--- config.mk ---
export PLATFORM = sky130hd
export DESIGN_NAME = branchUnit
export DESIGN_NICKNAME = d
export VERILOG_FILES = /design/src/source/exStagePkg.sv /design/src/source/branchUnit.sv
export VERILOG_INCLUDE_DIRS = /design/src /design/src/source
export SDC_FILE = /design/constraint.sdc
export NUM_CORES = 1
export LEC_CHECK = 0
export CAP_MARGIN = 15
export CORE_ASPECT_RATIO = 0.6
export CORE_MARGIN = 2
export CORE_UTILIZATION = 66
export DETAILED_ROUTE_END_ITERATION = 6
export DONT_BUFFER_PORTS = 1
export GPL_ROUTABILITY_DRIVEN = 0
export PLACE_DENSITY = 0.85
export REMOVE_ABC_BUFFERS = 1
export SYNTH_ARGS = -nofsm -noshare
export SYNTH_HDL_FRONTEND = slang
export SYNTH_SLANG_ARGS = --single-unit
export TNS_END_PERCENT = 20
--- constraint.sdc ---
create_clock -name vclk -period 5.4
set_input_delay 1.08 -clock vclk [all_inputs]
set_output_delay 1.08 -clock vclk [all_outputs]
set_load 0.02 [all_outputs]
--- src/source/exStage_macros.svh ---
`ifndef EX_STAGE_MACROS_SVH
`define EX_STAGE_MACROS_SVH

// Widths of the execute stage datapath, fixed at the MIPS values.

// Operands, immediate, PC and results.
`define EX_DATA_W 32

// Register file address of the destination register.
`define EX_REG_ADDR_W 5

// Shift amount field of R-type instructions.
`define EX_SHAMT_W 5

// Function code field of R-type instructions.
`define EX_FUNC_W 6

// Memory function code passed on to the memory stage.
`define EX_MEMFUNC_W 3

`endif

--- src/source/exStagePkg.sv ---
`include "exStage_macros.svh"

package exStagePkg;

        // R-type function codes handled by the execute stage.
        typedef enum logic [`EX_FUNC_W-1:0] {
                funcSll   = 6'd0,
                funcSrl   = 6'd2,
                funcSra   = 6'd3,
                funcSllv  = 6'd4,
                funcSrlv  = 6'd6,
                funcMfhi  = 6'd16,
                funcMthi  = 6'd17,
                funcMflo  = 6'd18,
                funcMtlo  = 6'd19,
                funcMult  = 6'd24,
                funcMultu = 6'd25,
                funcAdd   = 6'd32,
                funcAddu  = 6'd33,
                funcSub   = 6'd34,
                funcSubu  = 6'd35,
                funcAnd   = 6'd36,
                funcOr    = 6'd37,
                funcXor   = 6'd38,
                funcNor   = 6'd39,
                funcSlt   = 6'd42,
                funcSltu  = 6'd43
        } funcT;

        // Branch and jump conditions from decode.
        typedef enum logic [1:0] {
                brNone = 2'd0,
                brEq   = 2'd1,
                brNe   = 2'd2,
                brJump = 2'd3
        } branchCondT;

endpackage

--- src/source/branchUnit.sv ---
`timescale 1ns/1ps
`include "exStage_macros.svh"

module branchUnit (
        input  logic [`EX_DATA_W-1:0]  a,
        input  logic [`EX_DATA_W-1:0]  b,
        input  logic [`EX_DATA_W-1:0]  immediate,
        input  logic [`EX_DATA_W-1:0]  pcIn,
        input  exStagePkg::branchCondT branchCond,
        output logic                   taken,
        output logic [`EX_DATA_W-1:0]  target
);

        logic [`EX_DATA_W-1:0] diff;
        logic                  zero;

        assign diff = a - b;
        assign zero = (diff == '0);                  // Operands are equal.

        always_comb
        begin
                case (branchCond)
                        exStagePkg::brEq:   taken = zero;
                        exStagePkg::brNe:   taken = !zero;
                        exStagePkg::brJump: taken = 1'b1;
                        default:            taken = 1'b0;
                endcase
        end

        // Branches are PC relative in words, a jump carries its absolute target.
        assign target = (branchCond == exStagePkg::brJump) ? immediate
                                                           : pcIn + (immediate << 2);

endmodule

======== Word-level counts from Yosys, hierarchy flattened ========
Cells that the tools add are included.
word-level totals
  bits in registers ....................... 0
  bits of input ports ..................... 130
  output and inout port bits .............. 33
  word-level logic and storage cells ...... 9
operators by class
  $add $sub $neg .......................... 2
  equality and inequality tests ........... 3
  muxes and demuxes ....................... 2
  reduce and logical (&&, ||, !) cells .... 2
operator list
  kind                                           count
  adder 32 bit                                   1
  zero test 32 bit                               1
  2-to-1 mux 32 bit                              1
  subtractor 32 bit                              1
  == test 2 bit, second input constant           2
  case mux 1 bit (3 select lines)                1
  == test 2 x 1 -> 1 bit, second input constant  1
  zero test 1 bit                                1

======== Logic depth before layout (Yosys ltp) ========
Gate-level depths: netlist of the first run.
  depth in word-level cells ............... 4
  depth in mapped cells ................... 13
  mapped depth without buffers ............ 13

======== Worst setup path before layout of the first run ========
Ideal clock, no wire load.
  path type ............................... input port to output port
  from .................................... in immediate[0]
  to ...................................... out target[30]
  arrival ................................. 3933 ps
  data required time ...................... 4320 ps
  slack ................................... 387 ps
  cell stages on the path ................. 13
  buffers on the path ..................... 0
  cells stage by stage .................... ha_1 > inv_1 > fa_1 > nand2b_1 > a21oi_1 > a211oi_1 > o211ai_1 > o21ai_1 > a31o_2 > a311oi_1 > o21ai_0 > mux2_2 > a211oi_1
between the ends
  word-level cells in the longest chain between the ends .. 2
RTL lines
  what               RTL line          source
  start, declared    branchUnit.sv:7   input logic [`EX_DATA_W-1:0] immediate,
  adder 32 bit       branchUnit.sv:32  : pcIn + (immediate << 2);
  2-to-1 mux 32 bit  branchUnit.sv:31  assign target = (branchCond == exStagePkg::brJump) ? immediate
  end, declared      branchUnit.sv:11  output logic [`EX_DATA_W-1:0] target
No other way between the ends.

======== Worst setup path after layout of the first run ========
  from .................................... in b[13]
  to ...................................... out taken
between the ends
  word-level cells in the longest chain between the ends .. 4
RTL lines
  what                               RTL line          source
  start, declared                    branchUnit.sv:6   input logic [`EX_DATA_W-1:0] b,
  subtractor 32 bit *                branchUnit.sv:17  assign diff = a - b;
  zero test 32 bit *                 branchUnit.sv:18  assign zero = (diff == '0);
  zero test 1 bit                    branchUnit.sv:24  exStagePkg::brNe: taken = !zero;
  case mux 1 bit (3 select lines) *  branchUnit.sv:22  case (branchCond)
  end, declared                      branchUnit.sv:10  output logic taken,
Mark *: on every way between the ends. The rest lies on a longest branch, timed or not.

==> results of run 1 <==
-- per-layer routing --
metal	up-vias	share of wire	global-route usage
met5	-	0	0
met4	0	0.014	0.04561
met3	20	0.11	0.04027
met2	273	0.41	0.4950
met1	1877	0.47	0.4659
li1	2089	-	-
-- kinds of logic after synthesis --
| family | count (synthesis) | synth area share |
|---|---|---|
| fa+ha+maj | 61 | 0.2054 |
| compound gates | 204 | 0.3481 |
| xor+xnor | 39 | 0.09103 |
| buf+inv | 65 | 0.07202 |
| simple gates | 202 | 0.2614 |
| mux | 8 | 0.02201 |
-- placed cells by master, fill, tap and decap left out, drive strengths merged, types with 19 or more instances in the layout --
cell,netlist,layout
xnor2,20,20
a21o,22,22
inv,48,48
o21ai,45,45
nor2,62,62
xor2,19,19
a21oi,72,72
nand2,50,50
ha,60,60
nand3,19,19
-- worst max path at each step --
stage,startpoint,end,slack (ns),cells after the start
CTS,immediate[0],target[30],0.21,14
finish,b[13],taken,0.22,12
floorplan,immediate[0],target[30],0.39,13
detailed placement,immediate[0],target[30],0.23,14
global route,b[13],taken,0.008,12
global placement,b[3],taken,0.33,12
-- synth_stat cells (all sizes together), types with 3 or more instances --
cell and n:
ha 60, a211oi 8, nand3b 4, nand2b 11, and2 4, o31ai 3, xnor2 20, o21a 8
a211o 5, and3 6, o21ai 45, o211ai 6, nor2b 5, nand3 19, a21boi 4, nor4 4
nand4 8, o2111ai 3, inv 48, buf 8, clkbuf 9, or4 5, xor2 19, a31oi 8
a21oi 72, mux2i 6, a21o 22, nor2 62, nor3 13, nand2 50
-- final cells by class --
cell class                      count  area (µm²)
Fill cell                         498        1710
Multi-Input combinational cell    514        3488
Inverter                           48       180.2
Timing Repair Buffer                7       52.55
Tap cell                           69       86.33
-- critical path, delay by kind of cell --
kind / cells / cell delay, ns
buf+inv: 1 / 0.02
mux: 1 / 0.44
compound gates: 2 / 0.35
simple gates: 7 / 1.78
fa+ha+maj: 1 / 0.43
-- power groups by stage --
stage	clock network, mW	registers, mW	logic, mW
4_1_cts	0	0	0.527
6_report	0	0	0.541
3_5_place_dp	0	0	0.524
2_1_floorplan	0	0	0.427
5_1_grt	0	0	0.589
3_3_place_gp	0	0	0.508
-- per-stage QoR --
stage                     instances  cell area [µm²]    util  hold slack, ns  setup WS, ns
final                           638             3807  0.6900           2.331        0.2182
after global routing            638             3807  0.6900           2.344      0.008187
after CTS                       638             3801  0.6889           2.329        0.2098
after detailed placement        638             3801  0.6889           2.328        0.2339
after global placement          638             3801  0.6889           2.328        0.3293
after floorplan                 562             3662       -           2.321        0.3866
==> flow_summary.yaml, run 1 <==
yosys:
  synth_largest_area_cell: "ha_1"
  synthTopCellsByArea: "ha_1, a21oi_1, nor2_1"
  synth_area_mm2: 0.003752
  netlist-cell-type-count: 73
  yosysWarnings: 0
  synth_top_cell_area_share: 0.2001
  syn_area_per_cell_um2: 6.481
  synth_cells: 579
  ys_seq_area_frac: 0
worst_setup_path:
  cp_cell_sequence: "inv_1 -> ha_1 -> nand4_1 -> o2111ai_1 -> o21ai_0 -> or4_1 -> or4_1 -> nor4_1 -> nand4_1 -> nor4_2 -> nand4_1 -> mux2_1"
  crit_required_ns: 4.32
  slowest_delay_ns: 0.44
  critPathKind: "in2out"
  cp-start-kind: "input port"
  end_kind: "primary output"
  critPathSlowestCell: "mux2_1"
  cp_max_fo: 8
  cp.arrival_ns: 4.10
  cpMostUsedCell: "nand4_1"
grt:
  grt_pass1_wl_mm: 17.01
  grt_pass1_vias: 3820
  grt_overflow: 0
  antenna_found_initial: 0
  grtUsageTotal: 0.3148
  grt_max_degree: 30
layout:
  clockBufferCount: 0
  regArea_um2: 0
  seq_cell_count: 0
  nets: 762
  diodes: 0
  drive_above_1_share: 0.05097
  syn_to_final_growth_pct: 1.467
sta:
  fin_crit_ns: 5.182
  rsz0062_at_grt: "false"
  timing.fmax_mhz: 193.0
  hold_viol_final: 0
  drv_slew: 0
  relSlewSlack: 0.3724
  setup_tns_ns: 0
  fin_crit_sh: 0.9596
  tightest_slew_ns: 0.9391
  finalSetupViolCount: 0
floorplanning:
  die_w_um: 101.3
  coreArea_mm2: 0.005518
  ioPinCount: 163
  die_h_um: 62.41
  rows: 21
  initial_core_util: 0.6800
  dieArea_mm2: 0.006324
route:
  post_drt_wl_per_cell_um: 16.62
  ant_nets: 0
  firstDrtPassIters: 7
  remaining_drc_errors: 0
  drt_iter0_drc: 351
  vias_per_cell: 6.676
  num_vias: 4259
  routed_wl_mm: 10.60
power:
  power.density_mw_per_mm2: 142.0
  total_power_mw: 0.5405
  p_clk_frac: 0
  power_frac_comb: 1.000
  p_int_mw: 0.2046
  total_leakage_power_nw: 1.800
  swShare: 0.6215
  seq_power_share: 0
  p_switching_mw: 0.3360
  ir_drop_uv: 79.54
placed_design:
  port-buffer-count: 0
  hpwl_mm: 9.065
clocking:
  cts_resized: 0
  post-cts-setup-buffer-count: 0
  ctsHoldBuffers: 0
worst_hold_path:
  min_from: "immediate[0]"
  hold_depth: 2
  worstHoldEndpoint: "target[0]"
  min_path_type: "in2out"
job:
  max_cap_violations: 0
run_status:
  outcome: "finished clean"
Note: power is estimated with default switching activity, not from simulation.
==> inputs of run 2 (changes only) <==
- ABC_AREA: not set -> 1
==> flow_summary.yaml, run 2 <==
sta:
  setup_tns_ns: 0
  fin_crit_ns: 4.612
  tightest_slew_ns: 0.7230
  timing.fmax_mhz: 216.8
  rsz0062_at_grt: "false"
  relSlewSlack: 0.5129
  drv_slew: 0
  finalSetupViolCount: 0
  hold_viol_final: 0
  fin_crit_sh: 0.8541
clocking:
  ctsHoldBuffers: 0
  post-cts-setup-buffer-count: 0
  cts_resized: 0
route:
  ant_nets: 0
  remaining_drc_errors: 0
  firstDrtPassIters: 5
  post_drt_wl_per_cell_um: 13.02
  num_vias: 6099
  drt_iter0_drc: 711
  routed_wl_mm: 14.44
  vias_per_cell: 5.500
floorplanning:
  die_h_um: 70.96
  rows: 24
  dieArea_mm2: 0.008202
  ioPinCount: 163
  coreArea_mm2: 0.007237
  initial_core_util: 0.6814
  die_w_um: 115.6
job:
  max_cap_violations: 0
layout:
  drive_above_1_share: 0.06368
  clockBufferCount: 0
  layout_common_cells: "nand2_1, inv_1, nor2_1"
  diodes: 0
  final_cells: 1109
  nets: 1198
  regArea_um2: 0
  syn_to_final_growth_pct: 2.893
  seq_cell_count: 0
  final_common_cell: "nand2_1"
worst_setup_path:
  cp_max_fo: 4
  end_kind: "primary output"
  cp-start-kind: "input port"
  crit_required_ns: 4.32
  critPathKind: "in2out"
  cp.arrival_ns: 3.53
  startpoint: "immediate[0]"
power:
  total_power_mw: 0.6156
  ir_drop_uv: 61.64
  power.density_mw_per_mm2: 121.3
  total_leakage_power_nw: 3.200
worst_hold_path:
  worstHoldEndpoint: "target[0]"
  hold_depth: 2
  min_from: "immediate[0]"
  min_path_type: "in2out"
grt:
  grt_max_degree: 42
  antenna_found_initial: 0
  grt_overflow: 0
  grt_pass1_vias: 4901
  grtUsageTotal: 0.3378
  grt_pass1_wl_mm: 22.81
yosys:
  netlist-cell-type-count: 42
  synth_area_mm2: 0.004931
  ys_top_cells_by_count: "nand2_1, inv_1, nor2_1, ha_1"
  synth_cells: 1009
  synth_largest_area_cell: "nand2_1"
  yosysWarnings: 0
  synthTopCellsByArea: "nand2_1, inv_1, ha_1"
  yosysMostFrequentCell: "nand2_1"
  synth_top_cell_area_share: 0.2916
  syn_area_per_cell_um2: 4.887
  ys_seq_area_frac: 0
placed_design:
  hpwl_mm: 12.65
  port-buffer-count: 0
  dp.cells: 1108
run_status:
  outcome: "finished clean"
==> run 2: cell types whose count changed after synthesis, moves of 18 or more <==
cell,change
nand2_1,+333
inv_1,+156
nand3_1,+37
nand2_2,+19
nor2_1,+18
==> run 2: final cells by class <==
cell class | count | area [µm²]
fill | 710 | 2163
inverter | 211 | 792.0
multi-input combinational | 792 | 4116
tap | 104 | 130.1
timing repair buffer | 2 | 35.03
==> run 2: critical path, cell delays in order <==
cell and delay [ns]:
ha_1 0.14, inv_1 0.06, fa_1 0.35, inv_1 0.09, nand3_1 0.07, nand2_1 0.13, a21oi_1 0.10, o21ai_0 0.58
nand3_1 0.14, nand3_1 0.13, nor2_1 0.05, o31ai_1 0.60
==> run 2: where the power goes <==
group          total (mW)  switching, mW  internal (mW)  leakage, nW
logic               0.616          0.421          0.194         3.20
clock network           0              0              0            0
registers               0              0              0            0
total               0.616          0.421          0.194         3.20
==> run 2: per-stage QoR <==
step	area [µm²]	hold WS (ns)	utilization	worst slack, ns
floorplan	4908	2.328	-	1.312
global placement	5046	2.339	0.6973	0.9712
detailed placement	5046	2.335	0.6973	0.8698
CTS	5046	2.336	0.6973	0.8724
global route	5074	2.346	0.7011	0.5708
finish	5074	2.337	0.7011	0.7878
==> run 2: logic make-up (layout without fill, tap and decap cells) <==
group,count (synthesis),in the layout,synth area share
adder cells (fa/ha/maj),61,61,0.1563
AND/OR/NAND/NOR,606,606,0.5280
buffers and inverters,217,213,0.1652
XOR/XNOR,14,14,0.02487
AO/OA/AOI/OAI,111,111,0.1256
==> run 2: metal layers <==
layer / share of wire / up-vias / GRT usage
met5: 0 / - / 0
li1: - / 3120 / -
met3: 0.15 / 20 / 0.06512
met2: 0.36 / 390 / 0.4646
met1: 0.48 / 2569 / 0.5467
met4: 0.010 / 0 / 0.03213
==> run 2: worst max-delay path by stage <==
stage,slack [ns],depth (start not counted),to
2_1_floorplan,1.31,12,target[26]
3_3_place_gp,0.97,12,target[26]
3_5_place_dp,0.87,12,target[26]
4_1_cts,0.87,12,target[26]
5_1_grt,0.57,12,target[26]
6_report,0.79,12,target[26]
==> inputs of run 3 (changes only) <==
- ABC_AREA: 1 -> not set
- CORE_MARGIN: 2 -> not set
==> flow_summary.yaml, run 3 (same netlist as run 1, synthesis figures left out) <==
worst_setup_path:
  crit_path_end: "taken"
  critPathKind: "in2out"
  cp.arrival_ns: 4.11
  startpoint: "b[3]"
  cp-start-kind: "input port"
  cp_max_fo: 6
  end_kind: "primary output"
  crit_required_ns: 4.32
worst_hold_path:
  hold_depth: 2
  min_path_type: "in2out"
route:
  vias_per_cell: 6.767
  remaining_drc_errors: 0
  post_drt_wl_per_cell_um: 17.23
  firstDrtPassIters: 5
  drt_iter0_drc: 324
  ant_nets: 0
  num_vias: 4304
  routed_wl_mm: 10.96
layout:
  layout_common_cells: "a21oi_1, nor2_1, ha_1"
  diodes: 0
  nFillCells: 472
  fin_util: 0.7264
  drive_above_1_share: 0.05439
  multiInputGateArea_mm2: 0.003495
  final_common_cell: "a21oi_1"
  nets: 763
  seq_cell_count: 0
  regArea_um2: 0
  clockBufferCount: 0
  syn_to_final_growth_pct: 1.734
floorplanning:
  die_w_um: 99.34
  ioPinCount: 163
  initial_core_util: 0.7140
  die_h_um: 60.41
  dieArea_mm2: 0.006001
  rows: 20
  coreArea_mm2: 0.005255
sta:
  tightest_slew_ns: 0.9102
  finalSetupViolCount: 0
  relSlewSlack: 0.3932
  rsz0062_at_grt: "false"
  drv_slew: 0
  timing.fmax_mhz: 192.6
  worst_hold_slack_ns: 2.330
  setup_tns_ns: 0
  fin_crit_sh: 0.9613
  hold_viol_final: 0
  fin_crit_ns: 5.191
placed_design:
  hpwl_mm: 9.264
  port-buffer-count: 0
power:
  power.density_mw_per_mm2: 142.9
  ir_drop_uv: 81.62
  total_leakage_power_nw: 1.804
grt:
  grt_pass1_wl_mm: 16.53
  antenna_found_initial: 0
  grt_max_degree: 28
  grt_pass1_vias: 3519
  grt_overflow: 0
  grtUsageTotal: 0.3376
job:
  max_cap_violations: 0
run_status:
  outcome: "finished clean"
## run 3: cell types whose count changed in the layout (fill, tap and decap cells not counted), sizes merged, moves of 14 or more
cell,change
nand2,-352
inv,-161
nand3,-41
nor2,-32
a21o,+17
xnor2,+14
## run 3: layout make-up
type                       count  area share
inverter                      48     0.04720
multi-input combinational    514      0.9154
tap                           66     0.02163
timing repair buffer           8     0.01573
## run 3: per-stage QoR
step	std cells	setup slack (ns)	total power, mW	area (µm²)
after floorplan	562	0.3866	0.4274	3662
after global placement	636	0.3091	0.5122	3805
after detailed placement	636	0.2330	0.5266	3805
after CTS	636	0.1829	0.5302	3805
after global routing	636	0.01471	0.5937	3817
final	636	0.2088	0.5456	3817
## run 3: power by group
group,switching [mW],leakage (nW),total (mW),internal [mW]
sequential,0,0,0,0
combinational,0.339,1.80,0.546,0.207
clock,0,0,0,0
## run 3: how the worst min path moves through the flow
stage                  startpoint         end  slack, ns
finish              immediate[10]  target[10]       2.33
global route              pcIn[0]   target[0]       2.35
CTS                 immediate[10]  target[10]       2.33
detailed placement  immediate[10]  target[10]       2.33
global placement    immediate[10]  target[10]       2.33
floorplan            immediate[0]   target[0]       2.32
## run 3: what timing repair did
item | in CTS | in global routing
endpoints found under the setup margin | 0 | 3
gates resized for setup | 0 | 2
hold endpoints to repair | 0 | 0
hold buffers | 0 | 0
buffers inserted | 0 | 0
## run 3: routing by layer
| metal | up-vias | share of wire | track usage |
|---|---|---|---|
| li1 | 2090 | - | - |
| met1 | 1938 | 0.47 | 0.5003 |
| met2 | 258 | 0.42 | 0.5417 |
| met3 | 18 | 0.099 | 0.04032 |
| met4 | 0 | 0.016 | 0.04202 |
| met5 | - | 0 | 0 |
## run 3: worst max-delay path, cell delays in order
cell and delay [ns]:
inv_1 0.02, ha_1 0.32, o21a_1 0.16, a21bo_1 0.24, a211o_2 0.40, a21oi_2 0.27, o211ai_2 0.13, xnor2_1 0.15
or4_1 0.55, nor4_2 0.16, nand4_1 0.17, mux2_1 0.44
