===== config.mk =====
export PLATFORM = sky130hd
export DESIGN_NAME = exMemRegister
export DESIGN_NICKNAME = d
export VERILOG_FILES = /design/src/source/exMemRegister.sv
export VERILOG_INCLUDE_DIRS = /design/src /design/src/source
export SDC_FILE = /design/constraint.sdc
export NUM_CORES = 1
export LEC_CHECK = 0
export BUFFER_PORTS_ARGS = -buffer_cell sky130_fd_sc_hd__buf_4
export CAP_MARGIN = 15
export CELL_PAD_IN_SITES_DETAIL_PLACEMENT = 1
export CELL_PAD_IN_SITES_GLOBAL_PLACEMENT = 2
export CORE_AREA = 2 2 147 149
export CTS_CLUSTER_DIAMETER = 40
export DETAILED_ROUTE_END_ITERATION = 10
export DIE_AREA = 0 0 149 151
export PLACE_DENSITY_LB_ADDON = 0.1
export SLEW_MARGIN = 25
export SYNTH_ARGS = -nofsm -noshare
export SYNTH_HDL_FRONTEND = slang
export SYNTH_SLANG_ARGS = --single-unit

===== constraint.sdc =====
create_clock -name Clock -period 0.9 [get_ports Clock]
set_clock_uncertainty 0.2 [all_clocks]
set_input_delay 0.045 -clock Clock [delete_from_list [all_inputs] [get_ports Clock]]
set_output_delay 0.045 -clock Clock [all_outputs]
set_load 0.1 [all_outputs]

===== src/source/exStage_macros.svh =====
`ifndef EX_STAGE_MACROS_SVH
`define EX_STAGE_MACROS_SVH

// Widths of the execute stage datapath, fixed at the MIPS values.

// Operands, immediate, PC and results.
`define EX_DATA_W 32

// Register file address of the destination register.
`define EX_REG_ADDR_W 5

// Shift amount field of R-type instructions.
`define EX_SHAMT_W 5

// Function code field of R-type instructions.
`define EX_FUNC_W 6

// Memory function code passed on to the memory stage.
`define EX_MEMFUNC_W 3

`endif


===== src/source/exMemRegister.sv =====
`timescale 1ns/1ps
`include "exStage_macros.svh"

module exMemRegister (
        input  logic                     Clock,
        input  logic                     arstN,
        input  logic                     inValid,
        input  logic                     taken,
        input  logic                     regWriteIn,
        input  logic                     memReadIn,
        input  logic                     memToRegIn,
        input  logic                     memWriteIn,
        input  logic [`EX_DATA_W-1:0]    result,
        input  logic [`EX_DATA_W-1:0]    storeData,
        input  logic [`EX_DATA_W-1:0]    pcIn,
        input  logic [`EX_DATA_W-1:0]    target,
        input  logic [`EX_REG_ADDR_W-1:0] rAddrIn,
        input  logic [`EX_MEMFUNC_W-1:0] memFuncIn,
        output logic                     outValid,
        output logic [`EX_DATA_W-1:0]    out,
        output logic [`EX_DATA_W-1:0]    rtDataOut,
        output logic [`EX_DATA_W-1:0]    pcOut,
        output logic [`EX_DATA_W-1:0]    branchTarget,
        output logic                     branchTaken,
        output logic [`EX_REG_ADDR_W-1:0] rAddrOut,
        output logic [`EX_MEMFUNC_W-1:0] memFuncOut,
        output logic                     regWriteOut,
        output logic                     memReadOut,
        output logic                     memToRegOut,
        output logic                     memWriteOut
);

        // Control bits load a bubble whenever no item is strobed.
        always_ff @(posedge Clock or negedge arstN)
        begin
                if (!arstN)
                begin
                        outValid    <= 1'b0;
                        branchTaken <= 1'b0;
                        regWriteOut <= 1'b0;
                        memReadOut  <= 1'b0;
                        memToRegOut <= 1'b0;
                        memWriteOut <= 1'b0;
                end
                else
                begin
                        outValid    <= inValid;
                        branchTaken <= inValid & taken;
                        regWriteOut <= inValid & regWriteIn;
                        memReadOut  <= inValid & memReadIn;
                        memToRegOut <= inValid & memToRegIn;
                        memWriteOut <= inValid & memWriteIn;
                end
        end

        // Data fields hold their last values through a bubble.
        always_ff @(posedge Clock or negedge arstN)
        begin
                if (!arstN)
                begin
                        out          <= '0;
                        rtDataOut    <= '0;
                        pcOut        <= '0;
                        branchTarget <= '0;
                        rAddrOut     <= '0;
                        memFuncOut   <= '0;
                end
                else if (inValid)
                begin
                        out          <= result;
                        rtDataOut    <= storeData;
                        pcOut        <= pcIn;
                        branchTarget <= target;
                        rAddrOut     <= rAddrIn;
                        memFuncOut   <= memFuncIn;
                end
        end

endmodule


# Yosys cells after proc, flatten, opt, wreduce, memory -nomap -nowiden
# Cells that the tools add are included.
dict set report word_totals {
  register_bits 142
}
dict set report classes {
  bitwise_logic 5
}
# op n
set ops {}
lappend ops {{1-bit bitwise AND} 5}

# Longest topological paths before layout
# Gate-level depths: netlist of run 1.
dict set report logic_depth {
  depth_word 1
  ltp_mapped 4
  depth_no_buf 1
}

# Worst setup path before layout of run 1
# OpenSTA, ideal clock, no wires.
dict set report synth_path {
  kind {register -> register}
  start {register, netlist name out[0]}
  end {register out[0]}
  setup_time_ns 0.126
  stages_incl_launch_ff 2
  setup_slack_ns -0.558
  required_time_ns 0.574
  n_path_buf 0
  arrival_time_ns 1.132
  cell_sequence {dfrtp_1 > mux2_4}
}
# element line_no
set synth_lines {}
lappend synth_lines {{to (signal assigned)} exMemRegister.sv:70} ;# out <= result;
lappend synth_lines {{to (decl)} exMemRegister.sv:20} ;# output logic [`EX_DATA_W-1:0] out,

# Worst setup path in the final report of run 1
dict set report layout_path {
  start {register out[1]}
  end {output port out[1]}
}
# No word-level cell between the ends.

==> flow_summary.ini, run 1 <==
[worst_setup_path]
start_kind = register
worstSetupPathType = register to output port
worst_path_max_delay_cell = sky130_fd_sc_hd__dfrtp_4
critPathMaxStageDelay_ns = 0.50
required_ns = 0.65
cp.buffers_inverters = 1
worstPathArrival_ns = 1.12
crit_family = flip-flops
worstSetupEndpointType = output port
cp_cell_sequence = buf_12
critical_path_maximum_fanout = 2

[sta]
timing.final.setup_violations = 278
min_period_ns = 1.36
timing.final.crit_share = 1.51
timing.fmax_ghz = 0.735
timing.setup.tns_ns = -88.24
worst_slew_margin_rel = 0.846
rsz0062_at_grt = true
timing_max_transition_violations_final = 0
layout_setup_ws_ns = -0.460
final_hold_vio_count = 65
tightest_slew_ns = 0.232
whs_ns = -0.208

[grt]
grt_busiest_layer = met2
grt_start_max_net_pins = 34
via_count_of_the_first_global_routing_pass = 5298
global_route.usage.met3 = 0.0623
grt_pass1_wl_um = 31500
overflow = 0
grt_antenna_before_repair = 0
grtUsageMet1 = 0.207
global_route.usage.met2 = 0.338
global_router_s_overall_resource_usage = 0.188

[floorplanning]
core_region_area_sq_um = 20800
die_h_um = 151
starting_density = 0.268
die_width_um = 149
fp.dieArea_sq_um = 22500
ios = 286
fp-row-count = 53

[status]
violations = hold timing, setup timing
run_status = finished, violations left

[logic_synthesis]
yosys_register_bits = 142
synthDistinctLibCells = 6
avgSynthCellArea_sq_um = 18.7
seq_area_frac_synth = 0.636
synth.cell_area_sq_um = 5580
post_synth_inst_count = 299
post-synth-top-area-fraction = 0.636
postSynthNetCount = 443
yosysWarningCount = 0
synthTopCellsByArea = sky130_fd_sc_hd__dfrtp_1, sky130_fd_sc_hd__mux2_4, sky130_fd_sc_hd__mux2_2, sky130_fd_sc_hd__buf_6, sky130_fd_sc_hd__and2_1
synth_top_cell_by_area = sky130_fd_sc_hd__dfrtp_1

[layout]
final_net_count = 908
layout.cells.most_common_list = sky130_fd_sc_hd__buf_4, sky130_fd_sc_hd__buf_12, sky130_fd_sc_hd__dlygate4sd3_1
antenna_fix_cells = 0
area_growth_syn_to_layout_pct = 128
fin_util = 0.612
final_layout_size_suffix_gt1_frac = 0.808

[clock_network]
clk_pin_slew_ns = 0.07
number_of_buffers_inserted_during_clock_tree_synthesis = 17
tritoncts = done
cts_max_level = 4
cts_buffer_depth = 2
numClockSinks = 142
clock_latency_ns = 0.43
clk_root_buffer_cell = sky130_fd_sc_hd__clkbuf_16
postCtsHoldBufs = 142

[pwr]
power_switching_share = 0.370
relative_contribution_of_sequential_cells_to_total_power = 0.314
pwr_density_cell_nw_per_um2 = 2050
power.total_mw = 26.1
power.ir.vdd_worst_v = 0.00112
power.net_switching_mw = 9.63
clkPwrFrac = 0.297
share_comb_of_total_power = 0.390
p_int_mw = 16.4
p_leak_nw = 5.63

[detailed_routing]
vias = 4428
drt_iter0_drc = 62
detail_route.drc_violations = 0
count_of_tritonroute_iterations_in_the_first_routing_pass = 4
vias_per_cell = 4.21
final_antenna_net_count = 0
totalWireLength_um = 20700
detail_route.wl_per_cell_um = 19.7

[placement]
buffer_ports.inserted = 285
globalplace.congestion = 0.713
detailedPlace.worstSlack_ns = -0.256
dp_hpwl_um = 11900

[run]
max_cap_viol_count = 0

[worst_hold_path]
min_path_type = primary input to register
-- cells in the mapped netlist (all sizes together) --
cell	instances
buf	16
mux2	136
and2	5
dfrtp	142
-- power groups by stage --
stage / Clock, mW / Sequential [mW] / Combinational (mW)
floorplan: 0 / 12.6 / 1.04
global placement: 0 / 7.88 / 7.68
detailed placement: 0 / 7.89 / 7.73
CTS: 7.96 / 8.13 / 9.89
global route: 8.19 / 8.27 / 10.4
finish: 7.73 / 8.17 / 10.2
-- metal layers --
metal  vias up  part of all wire  wire length (um)
met3        26             0.065              1340
li1       1965                 -                 -
met2       171              0.55             11500
met4         0             0.021               442
met5         -                 0                 0
met1      2266              0.36              7450
-- sequential cells by signal, indices dropped and copies added (netlist names) --
signal,flops
branchTarget,32
out,32
outValid,1
memFuncOut,3
rtDataOut,32
memToRegOut,1
regWriteOut,1
branchTaken,1
memReadOut,1
memWriteOut,1
pcOut,32
rAddrOut,5
-- path summary, 6_finish.rpt --
path | startpoint | end | slack (ns) | cells past startpoint
min | inValid | outValid | -0.21 | 2
max in group asynchronous | arstN | out[25] | 0.22 | 3
min reg2reg | out[0] | out[0] | 0.38 | 1
min in group asynchronous | arstN | memFuncOut[1] | -0.20 | 2
max | out[1] | out[1] | -0.46 | 1
max reg2reg | branchTarget[27] | branchTarget[27] | -0.31 | 2
-- repair_timing --
action,4_1_cts,5_1_grt
endpoints found under the hold margin,284,68
resized for setup,418,39
setup endpoints to repair,278,278
setup buffers,4,22
-- kinds of logic (layout without fill, tap and decap cells) --
| logic type | after synthesis | after routing | synth area share |
|---|---|---|---|
| buf+inv | 16 | 494 | 0.0267 |
| flops | 142 | 142 | 0.636 |
| mux | 136 | 136 | 0.331 |
| simple gates | 5 | 5 | 0.00560 |
-- cell type report --
| class | count | area [sq um] |
|---|---|---|
| Fill cell | 1849 | 8080 |
| Sequential cell | 142 | 4070 |
| Clock inverter | 12 | 183 |
| Clock buffer | 20 | 447 |
| Timing Repair Buffer | 462 | 5770 |
| Multi-Input combinational cell | 141 | 1930 |
| Tap cell | 275 | 344 |
-- per-stage QoR --
stage,cells,cell area (sq um)
finish,1052,12700
global placement,856,8650
global route,1052,12700
floorplan,299,6100
CTS,1034,12500
detailed placement,856,8650
(Power assumes the default switching activity.)
==> run 2, diff against run 1 <==
--- a/config.mk
+++ b/config.mk
@@ -14,7 +14,9 @@
 export CTS_CLUSTER_DIAMETER = 40
 export DETAILED_ROUTE_END_ITERATION = 10
 export DIE_AREA = 0 0 149 151
+export MAX_ROUTING_LAYER = met4
 export PLACE_DENSITY_LB_ADDON = 0.1
+export SETUP_SLACK_MARGIN = 0.15
 export SLEW_MARGIN = 25
 export SYNTH_ARGS = -nofsm -noshare
 export SYNTH_HDL_FRONTEND = slang
==> constraint.sdc (replaced) <==
create_clock -name Clock -period 1.2 [get_ports Clock]
set_clock_uncertainty 0.2 [all_clocks]
set_input_delay 0.06 -clock Clock [delete_from_list [all_inputs] [get_ports Clock]]
set_output_delay 0.06 -clock Clock [all_outputs]
set_load 0.1 [all_outputs]
==> run 2 against run 1 <==
The run still ends with hold timing, setup timing left. Count of clock-buffer cells in the layout unchanged. Worst setup slack improved by 0.30 ns. Sequential power shrank 25%. Cell area increased by 1.6%. Non-clock buffer count rose by 19. Wire length grew 3.4%. Combinational power down 24%. Highest routed layer unchanged.
==> flow_summary.ini, run 2 (synthesized netlist as in run 1, its figures left out) <==
[status]
run_status = finished, violations left
violations = hold timing, setup timing

[sta]
final_hold_vio_count = 11
rsz0062_at_grt = true
timing.final.crit_share = 1.13
worst_slew_margin_rel = 0.637
layout_setup_ws_ns = -0.156
timing.fmax_ghz = 0.737
whs_ns = -0.163
timing.final.setup_violations = 154
tightest_slew_ns = 0.543
timing_max_transition_violations_final = 0
min_period_ns = 1.36

[clock_network]
clock_latency_ns = 0.41
number_of_buffers_inserted_during_clock_tree_synthesis = 17
tritoncts = done
clk_root_buffer_cell = sky130_fd_sc_hd__clkbuf_16
clk_pin_slew_ns = 0.06
cts_buffer_depth = 2
numClockSinks = 142
cts_max_level = 4

[pwr]
clkPwrFrac = 0.277
relative_contribution_of_sequential_cells_to_total_power = 0.319
pwr_density_cell_nw_per_um2 = 1490
p_leak_nw = 5.74
power.ir.vdd_worst_v = 0.000773
power_switching_share = 0.374
p_int_mw = 12.1
share_comb_of_total_power = 0.404
power.net_switching_mw = 7.19

[layout]
final_layout_size_suffix_gt1_frac = 0.813
area_growth_syn_to_layout_pct = 132
fill_cells = 1835
post-route-cell-area_sq_um = 12900
final_net_count = 927
multi_input_comb_area_sq_um = 1940
most_common_library_cell_in_the_layout_ignoring_fill_and_taps = sky130_fd_sc_hd__buf_4
area.sequential_sq_um = 4070
layout.cells.most_common_list = sky130_fd_sc_hd__buf_4, sky130_fd_sc_hd__buf_12, sky130_fd_sc_hd__dlygate4sd3_1

[worst_setup_path]
critPathMaxStageDelay_ns = 0.50
worstSetupPathType = register to output port
cp_cell_sequence = buf_12
start_kind = register
worstPathArrival_ns = 1.10
cp.buffers_inverters = 1
worstSetupEndpointType = output port
worst_path_max_delay_cell = sky130_fd_sc_hd__dfrtp_4
critical_path_maximum_fanout = 2
required_ns = 0.94
crit_family = flip-flops

[grt]
global_router_s_overall_resource_usage = 0.191
grt_start_max_net_pins = 68
grt_pass1_wl_um = 31200
grt_antenna_before_repair = 1
via_count_of_the_first_global_routing_pass = 5306
overflow = 0

[floorplanning]
die_width_um = 149
die_h_um = 151
core_region_area_sq_um = 20800
ios = 286
fp.dieArea_sq_um = 22500
fp-row-count = 53
starting_density = 0.268

[worst_hold_path]
min_path_type = primary input to register

[detailed_routing]
drt_iter0_drc = 74
vias = 4498
vias_per_cell = 4.20
totalWireLength_um = 21400
final_antenna_net_count = 0
detail_route.wl_per_cell_um = 20.0
count_of_tritonroute_iterations_in_the_first_routing_pass = 4
detail_route.drc_violations = 0

[run]
max_cap_viol_count = 0

[placement]
dp_hpwl_um = 12000
globalplace.congestion = 0.729
placed_area_sq_um = 8620
buffer_ports.inserted = 285
run 2: through the flow:
stage | instances | utilization | setup WS, ns | setup TNS, ns | total power [mW]
floorplan | 299 | - | -0.0419 | -3.35 | 10.2
global placement | 854 | 0.414 | 0.0285 | 0 | 11.7
detailed placement | 854 | 0.414 | 0.0123 | 0 | 11.7
CTS | 1040 | 0.600 | -0.175 | -22.36 | 19.1
global route | 1072 | 0.621 | -0.193 | -26.15 | 19.9
finish | 1072 | 0.621 | -0.156 | -20.25 | 19.3
run 2: path summary, 6_finish.rpt:
kind / to / depth (start not counted) / startpoint / slack [ns]
setup / recovery: branchTarget[30] / 1 / branchTarget[30] / -0.16
hold / removal: out[18] / 2 / inValid / -0.16
setup reg to reg: rtDataOut[15] / 3 / rtDataOut[15] / -0.11
hold reg to reg: pcOut[19] / 1 / pcOut[19] / 0.39
max in group asynchronous: pcOut[31] / 3 / arstN / 0.09
min in group asynchronous: memFuncOut[1] / 2 / arstN / -0.07
run 2: layout make-up:
cell class,instances,area share
repair buffers,481,0.463
multi-input cells,141,0.150
well taps,275,0.0266
clock buffers,20,0.0353
flip-flops and latches,142,0.315
diodes,1,0.000193
clock inverters,12,0.0106
run 2: power by group through the flow:
stage / clock network (mW) / logic (mW) / registers, mW
3_3_place_gp: 0 / 5.75 / 5.91
3_5_place_dp: 0 / 5.79 / 5.92
5_1_grt: 5.70 / 7.98 / 6.21
6_report: 5.33 / 7.77 / 6.15
4_1_cts: 5.47 / 7.47 / 6.11
2_1_floorplan: 0 / 0.783 / 9.44
run 2: what timing repair did:
item,in CTS,in global routing
setup endpoints to repair,221,344
gates resized for setup,426,51
endpoints found under the hold margin,284,151
pin swaps,0,0
gates cloned,0,1
setup buffers,11,30
hold buffers,143,1
run 2: per-layer routing:
metal,GRT usage,wire [um],up-vias
met5,-,0,-
met4,0.0629,486,0
met3,0.0572,1210,32
met2,0.334,12000,179
met1,0.209,7740,2282
li1,-,-,2005
==> run 3, diff against run 2 <==
--- a/config.mk
+++ b/config.mk
@@ -6,7 +6,7 @@
 export SDC_FILE = /design/constraint.sdc
 export NUM_CORES = 1
 export LEC_CHECK = 0
-export BUFFER_PORTS_ARGS = -buffer_cell sky130_fd_sc_hd__buf_4
+export BUFFER_PORTS_ARGS = -buffer_cell sky130_fd_sc_hd__buf_2
 export CAP_MARGIN = 15
 export CELL_PAD_IN_SITES_DETAIL_PLACEMENT = 1
 export CELL_PAD_IN_SITES_GLOBAL_PLACEMENT = 2
==> run 3 against run 2 <==
The run still ends with hold timing, setup timing left. Cell area shrank 3.7%. Wire length shrank 9.5%. Critical path depth is the same. Combinational power shrank 3.2%. Via count shrank 2.8%. Critical path type unchanged.
==> flow_summary.ini, run 3 (synthesized netlist as in run 1, its figures left out) <==
[status]
run_status = finished, violations left
violations = hold timing, setup timing

[floorplanning]
fp-row-count = 53
fp.dieArea_sq_um = 22500
ios = 286
die_width_um = 149
die_h_um = 151
starting_density = 0.268
core_region_area_sq_um = 20800

[worst_setup_path]
worst-path-stages = 1
required_ns = 0.94
worstSetupPathType = register to output port
worstSetupEndpointType = output port
rr_startpoint = rtDataOut[15]
critPathMaxStageDelay_ns = 0.50
cp.buffers_inverters = 1
r2r_setup_slack_ns = -0.10
rr_endpoint = rtDataOut[15]
worstRegToRegCells = 3
worstPathArrival_ns = 1.09
start_kind = register
critPathCapture = pcOut[6]
critical_path.startpoint = pcOut[6]
worst_path_max_delay_cell = sky130_fd_sc_hd__dfrtp_4
cp_cell_sequence = buf_12
crit_family = flip-flops
critical_path_maximum_fanout = 2

[pwr]
p_leak_nw = 5.54
pwr_density_cell_nw_per_um2 = 1520
clkPwrFrac = 0.282
power.total_mw = 19.0
power.ir.vdd_worst_v = 0.000812
power.net_switching_mw = 6.98
p_int_mw = 12.0
share_comb_of_total_power = 0.396
relative_contribution_of_sequential_cells_to_total_power = 0.322
power_switching_share = 0.367

[sta]
min_period_ns = 1.35
timing_max_transition_violations_final = 0
timing.final.crit_share = 1.13
timing.final.setup_violations = 151
rsz0062_at_grt = true
layout_setup_ws_ns = -0.152
worst_slew_margin_rel = 0.822
timing.setup.tns_ns = -19.42
whs_ns = -0.167
final_hold_vio_count = 23
timing.fmax_ghz = 0.740
tightest_slew_ns = 0.267

[grt]
via_count_of_the_first_global_routing_pass = 5223
grt_pass1_wl_um = 30000
global_router_s_overall_resource_usage = 0.182
overflow = 0
grt_start_max_net_pins = 43
grt_antenna_before_repair = 0

[clock_network]
number_of_buffers_inserted_during_clock_tree_synthesis = 17
postCtsHoldBufs = 143
numClockSinks = 142
clk_root_buffer_cell = sky130_fd_sc_hd__clkbuf_16
cts_buffer_depth = 2
tritoncts = done
clock_latency_ns = 0.41
clk_pin_slew_ns = 0.07
cts_max_level = 4

[layout]
most_common_library_cell_in_the_layout_ignoring_fill_and_taps = sky130_fd_sc_hd__buf_12
antenna_fix_cells = 0
final_layout_size_suffix_gt1_frac = 0.807
layout.cells.most_common_list = sky130_fd_sc_hd__buf_12, sky130_fd_sc_hd__dlygate4sd3_1, sky130_fd_sc_hd__buf_2
area_growth_syn_to_layout_pct = 123
final_net_count = 919

[detailed_routing]
drt_iter0_drc = 99
detail_route.wl_per_cell_um = 18.3
detail_route.drc_violations = 0
count_of_tritonroute_iterations_in_the_first_routing_pass = 4
final_antenna_net_count = 0
vias_per_cell = 4.11
totalWireLength_um = 19400
vias = 4370

[placement]
globalplace.congestion = 0.754
buffer_ports.inserted = 285
detailedPlace.worstSlack_ns = -0.0401
dp_hpwl_um = 12700

[run]
max_cap_viol_count = 0

[worst_hold_path]
min_path_type = primary input to register
-- run 3: cell count changes in the layout (fill, tap and decap cells not counted), moves of 3 or more --
cell                         delta
sky130_fd_sc_hd__buf_12         +4
sky130_fd_sc_hd__buf_6          -7
sky130_fd_sc_hd__mux2_2         +9
sky130_fd_sc_hd__buf_2        +141
sky130_fd_sc_hd__buf_4        -141
sky130_fd_sc_hd__clkbuf_1       +3
sky130_fd_sc_hd__mux2_4         -9
sky130_fd_sc_hd__clkinvlp_4     -4
sky130_fd_sc_hd__buf_8          -4
-- run 3: repair_timing --
item                                   CTS  global route
pin swaps                                0             0
setup endpoints to repair              277           277
cloned                                   0             0
buffers inserted                        14            19
endpoints found under the hold margin  284            20
resized for setup                       15            24
-- run 3: area by class of cell --
cell class	instances	area (sq um)
fill	1901	8360
timing repair buffer	473	5550
sequential	142	4070
multi-input combinational	141	1900
clock buffer	22	454
tap	275	344
clock inverter	9	138
-- run 3: stage by stage --
step / util / instances / cell area (sq um)
5_1_grt: 0.598 / 1062 / 12500
4_1_cts: 0.587 / 1043 / 12200
2_1_floorplan: - / 299 / 6100
3_5_place_dp: 0.482 / 855 / 10000
6_report: 0.598 / 1062 / 12500
3_3_place_gp: 0.482 / 855 / 10000
-- run 3: routing by layer --
metal	share of wire	wire, um	GRT usage
met5	0	0	-
met2	0.53	10400	0.313
met4	0.012	233	0.0510
met1	0.39	7530	0.208
met3	0.065	1260	0.0551
-- run 3: power by group through the flow --
| stage | logic [mW] | clock network (mW) | registers (mW) |
|---|---|---|---|
| floorplan | 0.783 | 0 | 9.44 |
| global placement | 6.85 | 0 | 6.17 |
| detailed placement | 6.91 | 0 | 6.20 |
| CTS | 7.40 | 5.52 | 6.11 |
| global route | 7.74 | 5.73 | 6.19 |
| finish | 7.52 | 5.35 | 6.13 |
-- run 3: worst min path at each step --
stage	from	end	cells past startpoint
5_1_grt	inValid	branchTarget[25]	2
2_1_floorplan	arstN	branchTaken	0
3_3_place_gp	arstN	rAddrOut[2]	1
4_1_cts	inValid	branchTarget[30]	2
3_5_place_dp	arstN	rAddrOut[2]	1
6_report	inValid	branchTarget[25]	2
